[src/hdl/dbg_pkg.sv]
package dbg_pkg;

	//////////////////////////////////////////////////////////////////////
	// word and select code sizes
	//////////////////////////////////////////////////////////////////////

	localparam int WORD_W = 32;       // one debug word
	localparam int SEL_W = 7;         // {stage[2:0], item[3:0]}
	localparam int DUMP_COUNT = 22;   // words per dump, one per code below
	localparam int IDX_W = $clog2(DUMP_COUNT);

	// dump order, fetch through write back
	localparam logic [SEL_W-1:0] DUMP_CODES [DUMP_COUNT] = '{
		7'h00, 7'h01,                                     // fetch
		7'h10, 7'h11, 7'h13, 7'h14, 7'h15, 7'h16, 7'h17, 7'h18, // decode
		7'h20, 7'h21, 7'h23, 7'h24, 7'h25,                // execute
		7'h30, 7'h31, 7'h32, 7'h33, 7'h34,                // memory
		7'h40, 7'h41                                      // write back
	};

	//////////////////////////////////////////////////////////////////////
	// buffer
	//////////////////////////////////////////////////////////////////////

	localparam int FIFO_DEPTH = 4;    // less than a dump, so it fills
	localparam int FIFO_AW = 2;

	//////////////////////////////////////////////////////////////////////
	// uart timing, 8N1
	//////////////////////////////////////////////////////////////////////

	localparam int CLKS_PER_BIT = 8;
	localparam int BAUD_W = $clog2(CLKS_PER_BIT);
	localparam int FRAME_BITS = 10;   // start, 8 data, stop
	localparam int BIT_IDX_W = 4;     // counts 0..9
	localparam int BYTES_PER_WORD = 4;
	localparam int BYTE_IDX_W = $clog2(BYTES_PER_WORD);

	// debug word, whole or split into byte lanes
	typedef union packed {
		logic [WORD_W-1:0] raw;
		struct packed {
			logic [7:0] lane3; // sent last
			logic [7:0] lane2;
			logic [7:0] lane1;
			logic [7:0] lane0; // sent first
		} lanes;
	} dbg_word_t;

endpackage

[src/hdl/debug_dump.sv]
`timescale 1ns/10ps

module debug_dump (
	input  logic        clk,
	input  logic        rst,
	input  logic        start,
	output logic        busy,
	output logic        tx,

	// pipeline latches, held while halted
	input  logic [31:0] if_pc,
	input  logic [31:0] if_instr,
	input  logic [1:0]  id_wb,
	input  logic [2:0]  id_mem,
	input  logic [3:0]  id_exe,
	input  logic [31:0] id_pc,
	input  logic [31:0] id_reg_a,
	input  logic [31:0] id_reg_b,
	input  logic [31:0] id_imm,
	input  logic [4:0]  id_rs,
	input  logic [4:0]  id_rt,
	input  logic [4:0]  id_rd,
	input  logic        id_pc_write,
	input  logic        id_ifid_write,
	input  logic [1:0]  ex_wb,
	input  logic [2:0]  ex_mem,
	input  logic [31:0] ex_pc_jump,
	input  logic [31:0] ex_alu_result,
	input  logic        ex_alu_zero,
	input  logic [31:0] ex_reg_b,
	input  logic [4:0]  ex_wreg,
	input  logic [1:0]  mem_wb,
	input  logic        mem_pc_sel,
	input  logic [31:0] mem_pc_jump,
	input  logic [31:0] mem_wd,
	input  logic [31:0] mem_alu_result,
	input  logic [4:0]  mem_wreg,
	input  logic        wb_wr,
	input  logic [31:0] wb_wd
);
	import dbg_pkg::*;

	logic [SEL_W-1:0] sel_code;
	dbg_word_t        latched_word;
	dbg_word_t        push_word;
	dbg_word_t        pop_word;
	logic             push, pop, full, empty; // fifo strobes and flags
	logic             dumping;
	logic             sending;
	logic             start_ok;

	assign start_ok = start & ~busy; // restart only once fully drained
	// words still in flight anywhere in the path
	assign busy = dumping | ~empty | sending;

	dump_sequencer dump_sequencer_i (
		.clk(clk), .rst(rst), .start(start_ok), .full(full),
		.latched_word(latched_word), .sel_code(sel_code),
		.push(push), .push_word(push_word), .dumping(dumping)
	);

	latch_select latch_select_i (.*); // pipeline ports match by name

	word_fifo word_fifo_i (
		.clk(clk), .rst(rst), .push(push), .push_word(push_word),
		.pop(pop), .pop_word(pop_word), .full(full), .empty(empty)
	);

	uart_word_tx uart_word_tx_i (
		.clk(clk), .rst(rst), .empty(empty), .pop_word(pop_word),
		.pop(pop), .tx(tx), .sending(sending)
	);

endmodule

[src/hdl/dump_sequencer.sv]
`timescale 1ns/10ps

module dump_sequencer (
	input  logic                      clk,
	input  logic                      rst,
	input  logic                      start,        // one-cycle pulse
	input  logic                      full,         // fifo back-pressure
	input  dbg_pkg::dbg_word_t        latched_word, // from latch_select
	output logic [dbg_pkg::SEL_W-1:0] sel_code,
	output logic                      push,
	output dbg_pkg::dbg_word_t        push_word,
	output logic                      dumping
);
	import dbg_pkg::*;

	localparam logic [IDX_W-1:0] LAST_IDX = IDX_W'(DUMP_COUNT - 1);

	logic [IDX_W-1:0] idx;   // position in DUMP_CODES
	logic             phase; // 0 capture, 1 push

	//////////////////////////////////////////////////////////////////////
	// table walk
	//////////////////////////////////////////////////////////////////////

	always_ff @(posedge clk or posedge rst)
	begin
		if (rst)
		begin
			dumping <= 1'b0;
			idx     <= '0;
			phase   <= 1'b0;
		end
		else if (!dumping)
		begin
			if (start)
			begin
				dumping <= 1'b1;
				idx     <= '0; // always from the first code
				phase   <= 1'b0;
			end
		end
		else if (!phase)
		begin
			phase <= 1'b1; // latch_select has the word next cycle
		end
		else if (!full)
		begin
			// push accepted this edge
			phase <= 1'b0;
			if (idx == LAST_IDX)
			begin
				dumping <= 1'b0; // last word is in the fifo
			end
			else
			begin
				idx <= idx + 1'b1;
			end
		end
	end

	//////////////////////////////////////////////////////////////////////
	// outputs
	//////////////////////////////////////////////////////////////////////

	// code held through both phases, so the word keeps its value while full
	assign sel_code = DUMP_CODES[idx];
	assign push = dumping & phase; // held high until full drops
	assign push_word = latched_word;

endmodule

[src/hdl/latch_select.sv]
`timescale 1ns/10ps

module latch_select (
	input  logic                      clk,
	input  logic                      rst,
	input  logic [dbg_pkg::SEL_W-1:0] sel_code,

	// fetch
	input  logic [31:0]               if_pc,
	input  logic [31:0]               if_instr,

	// decode
	input  logic [1:0]                id_wb,
	input  logic [2:0]                id_mem,
	input  logic [3:0]                id_exe,
	input  logic [31:0]               id_pc,
	input  logic [31:0]               id_reg_a,
	input  logic [31:0]               id_reg_b,
	input  logic [31:0]               id_imm,
	input  logic [4:0]                id_rs,
	input  logic [4:0]                id_rt,
	input  logic [4:0]                id_rd,
	input  logic                      id_pc_write,
	input  logic                      id_ifid_write,

	// execute
	input  logic [1:0]                ex_wb,
	input  logic [2:0]                ex_mem,
	input  logic [31:0]               ex_pc_jump,
	input  logic [31:0]               ex_alu_result,
	input  logic                      ex_alu_zero,
	input  logic [31:0]               ex_reg_b,
	input  logic [4:0]                ex_wreg,

	// memory
	input  logic [1:0]                mem_wb,
	input  logic                      mem_pc_sel,
	input  logic [31:0]               mem_pc_jump,
	input  logic [31:0]               mem_wd,
	input  logic [31:0]               mem_alu_result,
	input  logic [4:0]                mem_wreg,

	// write back
	input  logic                      wb_wr,
	input  logic [31:0]               wb_wd,

	output dbg_pkg::dbg_word_t        latched_word
);
	import dbg_pkg::*;

	//////////////////////////////////////////////////////////////////////
	// capture register, one clock behind sel_code
	//////////////////////////////////////////////////////////////////////

	always_ff @(posedge clk or posedge rst)
	begin
		if (rst)
		begin
			latched_word.raw <= '0;
		end
		else
		begin
			latched_word.raw <= '0; // unused lanes and unknown codes stay zero
			case (sel_code)
				// fetch stage
				7'h00: latched_word.raw <= if_pc;
				7'h01: latched_word.raw <= if_instr;

				// decode stage
				7'h10:
				begin
					latched_word.lanes.lane2 <= {4'b0, id_exe};
					latched_word.lanes.lane1 <= {5'b0, id_mem};
					latched_word.lanes.lane0 <= {6'b0, id_wb};
				end
				7'h11: latched_word.raw <= id_pc;
				7'h13: latched_word.raw <= id_reg_a;
				7'h14: latched_word.raw <= id_reg_b;
				7'h15: latched_word.raw <= id_imm;   // sign-extended immediate
				7'h16: latched_word.raw <= {27'b0, id_rs};
				7'h17: latched_word.raw <= {27'b0, id_rt};
				7'h18:
				begin
					// hazard unit strobes share the top lane
					latched_word.lanes.lane3 <= {6'b0, id_pc_write, id_ifid_write};
					latched_word.lanes.lane2 <= {3'b0, id_rs};
					latched_word.lanes.lane1 <= {3'b0, id_rt};
					latched_word.lanes.lane0 <= {3'b0, id_rd};
				end

				// execute stage
				7'h20:
				begin
					latched_word.lanes.lane1 <= {5'b0, ex_mem};
					latched_word.lanes.lane0 <= {6'b0, ex_wb};
				end
				7'h21: latched_word.raw <= ex_pc_jump;
				7'h23: latched_word.raw <= ex_alu_result;
				7'h24: latched_word.raw <= ex_reg_b;  // store data
				7'h25:
				begin
					latched_word.lanes.lane1 <= {7'b0, ex_alu_zero};
					latched_word.lanes.lane0 <= {3'b0, ex_wreg};
				end

				// memory stage
				7'h30: latched_word.lanes.lane0 <= {6'b0, mem_wb};
				7'h31: latched_word.raw <= mem_pc_jump;
				7'h32: latched_word.raw <= mem_wd;     // load data
				7'h33: latched_word.raw <= mem_alu_result;
				7'h34:
				begin
					latched_word.lanes.lane1 <= {7'b0, mem_pc_sel}; // branch taken
					latched_word.lanes.lane0 <= {3'b0, mem_wreg};
				end

				// write back stage
				7'h40: latched_word.raw <= wb_wd;
				7'h41: latched_word.lanes.lane0 <= {7'b0, wb_wr};

				default: latched_word.raw <= '0;
			endcase
		end
	end

endmodule

[src/hdl/uart_word_tx.sv]
`timescale 1ns/10ps

module uart_word_tx (
	input  logic               clk,
	input  logic               rst,
	input  logic               empty,
	input  dbg_pkg::dbg_word_t pop_word, // fifo head
	output logic               pop,
	output logic               tx,       // idle high
	output logic               sending   // whole word, four frames
);
	import dbg_pkg::*;

	dbg_word_t              word;     // word being sent
	logic [FRAME_BITS-1:0]  frame;    // shifts out lsb first
	logic [BAUD_W-1:0]      baud_cnt; // clocks within a bit
	logic [BIT_IDX_W-1:0]   bit_idx;  // bit within a frame
	logic [BYTE_IDX_W-1:0]  byte_idx; // lane being sent
	logic                   bit_end;

	// stop, data, start
	function automatic logic [FRAME_BITS-1:0] make_frame(input logic [7:0] data);
		make_frame = {1'b1, data, 1'b0};
	endfunction

	// lane after the current one
	function automatic logic [7:0] next_lane(input dbg_word_t w, input logic [BYTE_IDX_W-1:0] idx);
		case (idx)
			2'd0:    next_lane = w.lanes.lane1;
			2'd1:    next_lane = w.lanes.lane2;
			default: next_lane = w.lanes.lane3;
		endcase
	endfunction

	assign pop = ~sending & ~empty; // next word right after last stop bit
	assign bit_end = (baud_cnt == BAUD_W'(CLKS_PER_BIT - 1));

	//////////////////////////////////////////////////////////////////////
	// frame shifter
	//////////////////////////////////////////////////////////////////////

	always_ff @(posedge clk or posedge rst)
	begin
		if (rst)
		begin
			sending  <= 1'b0;
			frame    <= '1; // line idles high
			baud_cnt <= '0;
			bit_idx  <= '0;
			byte_idx <= '0;
		end
		else if (!sending)
		begin
			if (pop)
			begin
				sending  <= 1'b1;
				frame    <= make_frame(pop_word.lanes.lane0);
				baud_cnt <= '0;
				bit_idx  <= '0;
				byte_idx <= '0;
			end
		end
		else if (!bit_end)
		begin
			baud_cnt <= baud_cnt + 1'b1;
		end
		else
		begin
			baud_cnt <= '0;
			if (bit_idx != BIT_IDX_W'(FRAME_BITS - 1))
			begin
				bit_idx <= bit_idx + 1'b1;
				frame   <= {1'b1, frame[FRAME_BITS-1:1]};
			end
			else if (byte_idx != BYTE_IDX_W'(BYTES_PER_WORD - 1))
			begin
				// stop bit done, start next lane back to back
				bit_idx  <= '0;
				byte_idx <= byte_idx + 1'b1;
				frame    <= make_frame(next_lane(word, byte_idx));
			end
			else
			begin
				sending <= 1'b0; // lane3 stop bit done
				frame   <= '1;
			end
		end
	end

	// held word, loaded on pop
	always_ff @(posedge clk)
	begin
		if (pop)
			word <= pop_word;
	end

	assign tx = frame[0]; // straight from a flop

endmodule

[src/hdl/word_fifo.sv]
`timescale 1ns/10ps

module word_fifo (
	input  logic                       clk,
	input  logic                       rst,
	input  logic                       push,
	input  logic [dbg_pkg::WORD_W-1:0] push_word,
	input  logic                       pop,
	output logic [dbg_pkg::WORD_W-1:0] pop_word, // head, valid when !empty
	output logic                       full,
	output logic                       empty
);
	import dbg_pkg::*;

	logic [WORD_W-1:0]  mem [FIFO_DEPTH]; // word storage
	logic [FIFO_AW-1:0] wr_ptr;
	logic [FIFO_AW-1:0] rd_ptr;
	logic [FIFO_AW:0]   count;            // 0..FIFO_DEPTH
	logic               do_push;
	logic               do_pop;

	assign do_push = push & ~full;  // push into full is dropped
	assign do_pop  = pop & ~empty;  // pop from empty is dropped

	//////////////////////////////////////////////////////////////////////
	// storage, no fall-through
	//////////////////////////////////////////////////////////////////////

	always_ff @(posedge clk)
	begin
		if (do_push)
		begin
			mem[wr_ptr] <= push_word;
		end
	end

	always_ff @(posedge clk or posedge rst)
	begin
		if (rst)
		begin
			wr_ptr <= '0;
			rd_ptr <= '0;
			count  <= '0;
		end
		else
		begin
			if (do_push)
				wr_ptr <= wr_ptr + 1'b1; // wraps at depth
			if (do_pop)
				rd_ptr <= rd_ptr + 1'b1;
			if (do_push && !do_pop)
				count <= count + 1'b1;
			else if (do_pop && !do_push)
				count <= count - 1'b1;
		end
	end

	assign pop_word = mem[rd_ptr];
	assign full  = (count == (FIFO_AW + 1)'(FIFO_DEPTH));
	assign empty = (count == '0);

endmodule

[config.mk]
export PLATFORM = sky130hd
export DESIGN_NAME = debug_dump
export DESIGN_NICKNAME = d
export VERILOG_FILES = /design/src/hdl/dbg_pkg.sv /design/src/hdl/debug_dump.sv /design/src/hdl/dump_sequencer.sv /design/src/hdl/latch_select.sv /design/src/hdl/uart_word_tx.sv /design/src/hdl/word_fifo.sv
export SDC_FILE = /design/constraint.sdc
export NUM_CORES = 1
export LEC_CHECK = 0
export BUFFER_PORTS_ARGS = -buffer_cell sky130_fd_sc_hd__clkbuf_2
export CORE_AREA = 3 3 178 180
export CTS_CLUSTER_SIZE = 8
export DETAILED_ROUTE_END_ITERATION = 6
export DIE_AREA = 0 0 181 183
export PLACE_DENSITY_LB_ADDON = 0.3
export SLEW_MARGIN = 30
export SYNTH_ARGS = -nofsm -noshare
export SYNTH_HDL_FRONTEND = slang
export SYNTH_HIERARCHICAL = 1
export SYNTH_SLANG_ARGS = --single-unit
[constraint.sdc]
create_clock -name clk -period 4.3 [get_ports clk]
set_input_delay 0.645 -clock clk [delete_from_list [all_inputs] [get_ports clk]]
set_output_delay 0.645 -clock clk [all_outputs]
set_load 0.01 [all_outputs]
==> flow_results.org <==
** Run status
- Run status :: complete, no violations

** Clocking
- Buffers inserted during clock tree synthesis total 31.
- The later pin in the worst-skew pair is clocked with a latency of around 0.54 ns.
- The clock passes through at most 3 buffers.
- In this run the clock root is driven by a sky130_fd_sc_hd__clkbuf_16.
- The clock net in this run drives a total of approximately 220 sinks.
- Depth of the CTS H-tree :: 1
- Clock input transition at the sequential cells of the worst setup and hold paths :: 0.06 ns
- Clock tree from TritonCTS :: built
- Once the clock tree was built, the setup fixing pass inserted 0 buffers.

** STA
- Worst setup skew after layout :: 0.01946 ns
- Actual slew at the worst max-slew pin :: between 1 and 1.5 ns
- Worst rel slew slack :: 27.46%
- Endpoints failing setup :: 0
- Setup slack on the critical path of the routed design comes to 0.2375 ns.
- Max-slew violation count :: 0
- Aggregate negative setup slack :: 0 ns
- Tcrit/Tclk final :: 94.48%
- Maximum operating frequency :: ~250 MHz
- Final Hold Fails :: 0
- Setup repair after global routing left no endpoint under its margin.
- The worst path in the final design needs a cycle of 4.063 ns, including I/O delays and setup.
- Tightest hold margin :: 0.09438 ns

** Setup path
- The worst setup path is captured at a register.
- The worst register-to-register path ends at latch_select_i/latched_word[3].
- Crit path kind :: reg2reg
- Register-to-register path setup slack :: 0.24 ns
- Origin of the critical flop-to-flop path :: dump_sequencer_i/idx[0]
- Critical Path AT :: 4.42 ns
- Of all nets on the critical path, the largest fanout is 14.
- For the worst flop-to-flop path, the logic depth is 11.
- STA classifies the critical path startpoint as a register.
- The most critical setup path has its startpoint at dump_sequencer_i/idx[0].
- Required time of the worst setup path :: 4.65 ns
- The critical path ends at latch_select_i/latched_word[3].

** Pwr
- P per Cell Area :: between 700 and 800 nW/um^2
- IR analysis of the VDD net gives a maximum drop of 0.0004993 V.
- For this design the static power due to leakage is 0.006750 uW.

** Die
- Number of top-level pins :: around 470
- The initial utilization of the core area, before any placement, comes to 41.61%.
- Die area :: roughly 33,000 um^2
- Floorplan die width :: 181 um
- The die is between 150 and 200 um tall.
- Num rows :: 64
- Core area :: about 30,000 um^2

** Placed design
- Hpwl dp :: 54,290 um
- Number of input and output port buffers inserted :: 466
- Global placer's final weighted congestion :: 1.053
- Before CTS, the worst setup slack after placement is 0.3340 ns.

** Global routing
- Grt met3 use :: 9.798%
- Antenna violations before repair :: 12
- Largest net degree at the start of global routing :: 34
- Global routing consumed, on the met1 layer, a little over half of the routing resources.
- In the global route stage, met2 resource usage came out at 59.74%.
- First-pass GRT wire length :: 90,420 um
- The global routing stage identified its most utilized layer as met2.
- Total track usage :: between 30% and 40%
- The via count of the first global-routing pass was about 12,000.
- Total congestion overflow after global routing :: 0

** Cells and area
- Net count, final :: 1,927
- The area growth from synthesis to layout is 26.77%.
- Final Core Density :: 52.75%
- Ratio of cells with drive above 1 in the final layout :: 44.92%
- Number of filler instances in the final layout :: 2,737

** Detailed routing
- Dividing the detail-routed via count by the number of cells gives 6.505.
- Wires add up to 66,930 um.
- For this block, the initial DRC count from the detailed router was 1,713.
- Post-DR wirelength/cell :: 35.77 um
- Remaining antenna violation count :: 0
- For this run, design rule violations remaining after detail routing come to 0.
- The first detailed-routing pass ran for 6 iterations.
- Vias post-DR :: 12,170

** Worst hold path
- Path category of the worst min-delay check :: in2async

** Synthesis
- Ys Warns :: 6
- Post-Syn Instances :: 1,016
- Post-Synthesis Net Count :: around 1,500
- Yosys reg bits :: between 200 and 250
- In this run the mean area of a mapped cell was between 10 and 15 um^2.
- Most used flip-flop cell after synthesis :: sky130_fd_sc_hd__edfxtp_1
- Ranked by total cell area, the synthesized netlist is headed by sky130_fd_sc_hd__edfxtp_1 (36%), sky130_fd_sc_hd__dfrtp_1 (11%), sky130_fd_sc_hd__mux4_2 (5.2%).
- Fraction of registers with async set/reset :: roughly 30%
- Count of flip-flops with a built-in enable after synthesis :: 152
- The cell area that synthesis handed to floorplanning was 12,630 um^2.
- Cell type with the largest total area after synthesis :: sky130_fd_sc_hd__edfxtp_1
- Share of synthesized area occupied by flip-flops and latches :: 49.12%
- In this run, distinct cell masters in the synthesized netlist total 87.
- Portion of synthesized cell area occupied by the leading cell type :: 36.15%

** Flow run
- Across the run, the number of max-cap violations was 0.
where the power goes:
group	leakage (uW)	internal, uW	switching [uW]	total (uW)
clock network	0.000417	1330	873	2210
logic	0.00413	2380	3770	6150
registers	0.00221	2960	467	3430
cell usage after synthesis (5+ instances only):
master,number
sky130_fd_sc_hd__buf_6,11
sky130_fd_sc_hd__o22a_1,5
sky130_fd_sc_hd__nand2_1,44
sky130_fd_sc_hd__dfrtp_1,56
sky130_fd_sc_hd__buf_4,42
sky130_fd_sc_hd__a32oi_1,7
sky130_fd_sc_hd__mux2_2,24
sky130_fd_sc_hd__nor2_1,34
sky130_fd_sc_hd__o2bb2ai_1,5
sky130_fd_sc_hd__nand3_1,24
sky130_fd_sc_hd__nor2_2,8
sky130_fd_sc_hd__buf_2,43
sky130_fd_sc_hd__nor3_1,16
sky130_fd_sc_hd__nor2b_1,11
sky130_fd_sc_hd__a221o_1,6
sky130_fd_sc_hd__o21ai_0,12
sky130_fd_sc_hd__a22oi_1,85
sky130_fd_sc_hd__dfstp_2,9
sky130_fd_sc_hd__inv_1,21
sky130_fd_sc_hd__and2_1,7
sky130_fd_sc_hd__nand4_1,10
sky130_fd_sc_hd__a211o_1,5
sky130_fd_sc_hd__o211ai_1,5
sky130_fd_sc_hd__mux4_2,29
sky130_fd_sc_hd__nand2b_1,13
sky130_fd_sc_hd__or3_1,9
sky130_fd_sc_hd__a221oi_2,7
sky130_fd_sc_hd__a211oi_1,20
sky130_fd_sc_hd__clkbuf_1,16
sky130_fd_sc_hd__a22o_1,37
sky130_fd_sc_hd__edfxtp_1,152
sky130_fd_sc_hd__a221oi_1,17
sky130_fd_sc_hd__o22ai_1,21
sky130_fd_sc_hd__nand3b_1,6
sky130_fd_sc_hd__a222oi_1,19
sky130_fd_sc_hd__a21oi_1,29
sky130_fd_sc_hd__ha_1,17
sky130_fd_sc_hd__mux2i_1,39
sequential cells by signal, summed over array words and instances (netlist names):
signal                       count
dump_sequencer_i/dumping         1
dump_sequencer_i/idx             5
dump_sequencer_i/phase           1
latch_select_i/latched_word     32
uart_word_tx_i/baud_cnt          3
uart_word_tx_i/bit_idx           4
uart_word_tx_i/byte_idx          2
uart_word_tx_i/frame             9
uart_word_tx_i/sending           1
uart_word_tx_i/word             24
word_fifo_i/count                3
word_fifo_i/mem                128
word_fifo_i/rd_ptr               2
word_fifo_i/wr_ptr               2
per-stage QoR:
stage | area (um^2) | cells | total power, uW
2_1_floorplan | 12630 | 1016 | 7316
3_3_place_gp | 15110 | 1807 | 9360
3_5_place_dp | 15110 | 1807 | 9387
4_1_cts | 15990 | 1863 | 11610
5_1_grt | 16000 | 1868 | 12200
6_report | 16010 | 1871 | 11780
cell usage in the layout, fill, tap and decap left out, types with 29 or more instances in the layout:
cell type	instances
sky130_fd_sc_hd__clkbuf_2	466
sky130_fd_sc_hd__mux2i_1	39
sky130_fd_sc_hd__nor2_1	32
sky130_fd_sc_hd__buf_4	44
sky130_fd_sc_hd__a22o_1	37
sky130_fd_sc_hd__nand2_1	44
sky130_fd_sc_hd__edfxtp_1	152
sky130_fd_sc_hd__mux4_2	29
sky130_fd_sc_hd__clkbuf_16	31
sky130_fd_sc_hd__dfrtp_1	54
sky130_fd_sc_hd__a22oi_1	85
what timing repair did:
action | in CTS | in global routing
setup endpoints to repair | 0 | 1
gates resized for setup | 0 | 1
hold buffers | 0 | 0
worst max-delay path, stage by stage, from the launching register on:
cell and delay (ns):
sky130_fd_sc_hd__dfrtp_1 0.50, sky130_fd_sc_hd__inv_1 0.10, sky130_fd_sc_hd__ha_1 0.34, sky130_fd_sc_hd__nand2b_1 0.13, sky130_fd_sc_hd__a311oi_1 0.12, sky130_fd_sc_hd__a21oi_2 0.70, sky130_fd_sc_hd__nor4b_4 0.08, sky130_fd_sc_hd__buf_4 0.23
sky130_fd_sc_hd__nand2b_1 0.53, sky130_fd_sc_hd__o21ai_0 0.30, sky130_fd_sc_hd__a2111oi_0 0.68, sky130_fd_sc_hd__nand3_1 0.16
final cells by class:
class | instances | area [um^2] | share of cell area [%]
sequential | 217 | 6205 | 38.76
multi-input combinational | 662 | 5654 | 35.32
timing repair buffer | 511 | 2683 | 16.76
clock buffer | 54 | 862.1 | 5.385
tap | 396 | 495.5 | 3.095
inverter | 21 | 78.83 | 0.4924
antenna | 8 | 20.02 | 0.1251
clock inverter | 2 | 10.01 | 0.06253
worst min path at each step:
stage | end | slack [ns] | cells past startpoint
6_report | dump_sequencer_i/dumping | 0.09 | 2
3_3_place_gp | word_fifo_i/mem[2][5] | 0.47 | 0
5_1_grt | dump_sequencer_i/phase | 0.13 | 2
3_5_place_dp | uart_word_tx_i/frame[0] | 0.47 | 1
4_1_cts | dump_sequencer_i/dumping | 0.1 | 2
2_1_floorplan | dump_sequencer_i/dumping | 0.45 | 1
layer usage:
metal	wire, um	vias to the layer above
met4	2589	4
met2	30370	894
met5	22	-
met1	26290	6154
met3	7665	164
li1	-	4955
logic make-up after synthesis:
logic type,synth area share (%)
XOR/XNOR,0.4855
AO/OA/AOI/OAI,18.97
adder cells (fa/ha/maj),1.843
buffers and inverters,6.788
multiplexers,11.44
flip-flops,49.12
AND/OR/NAND/NOR,11.36
(Power assumes the default switching activity.)
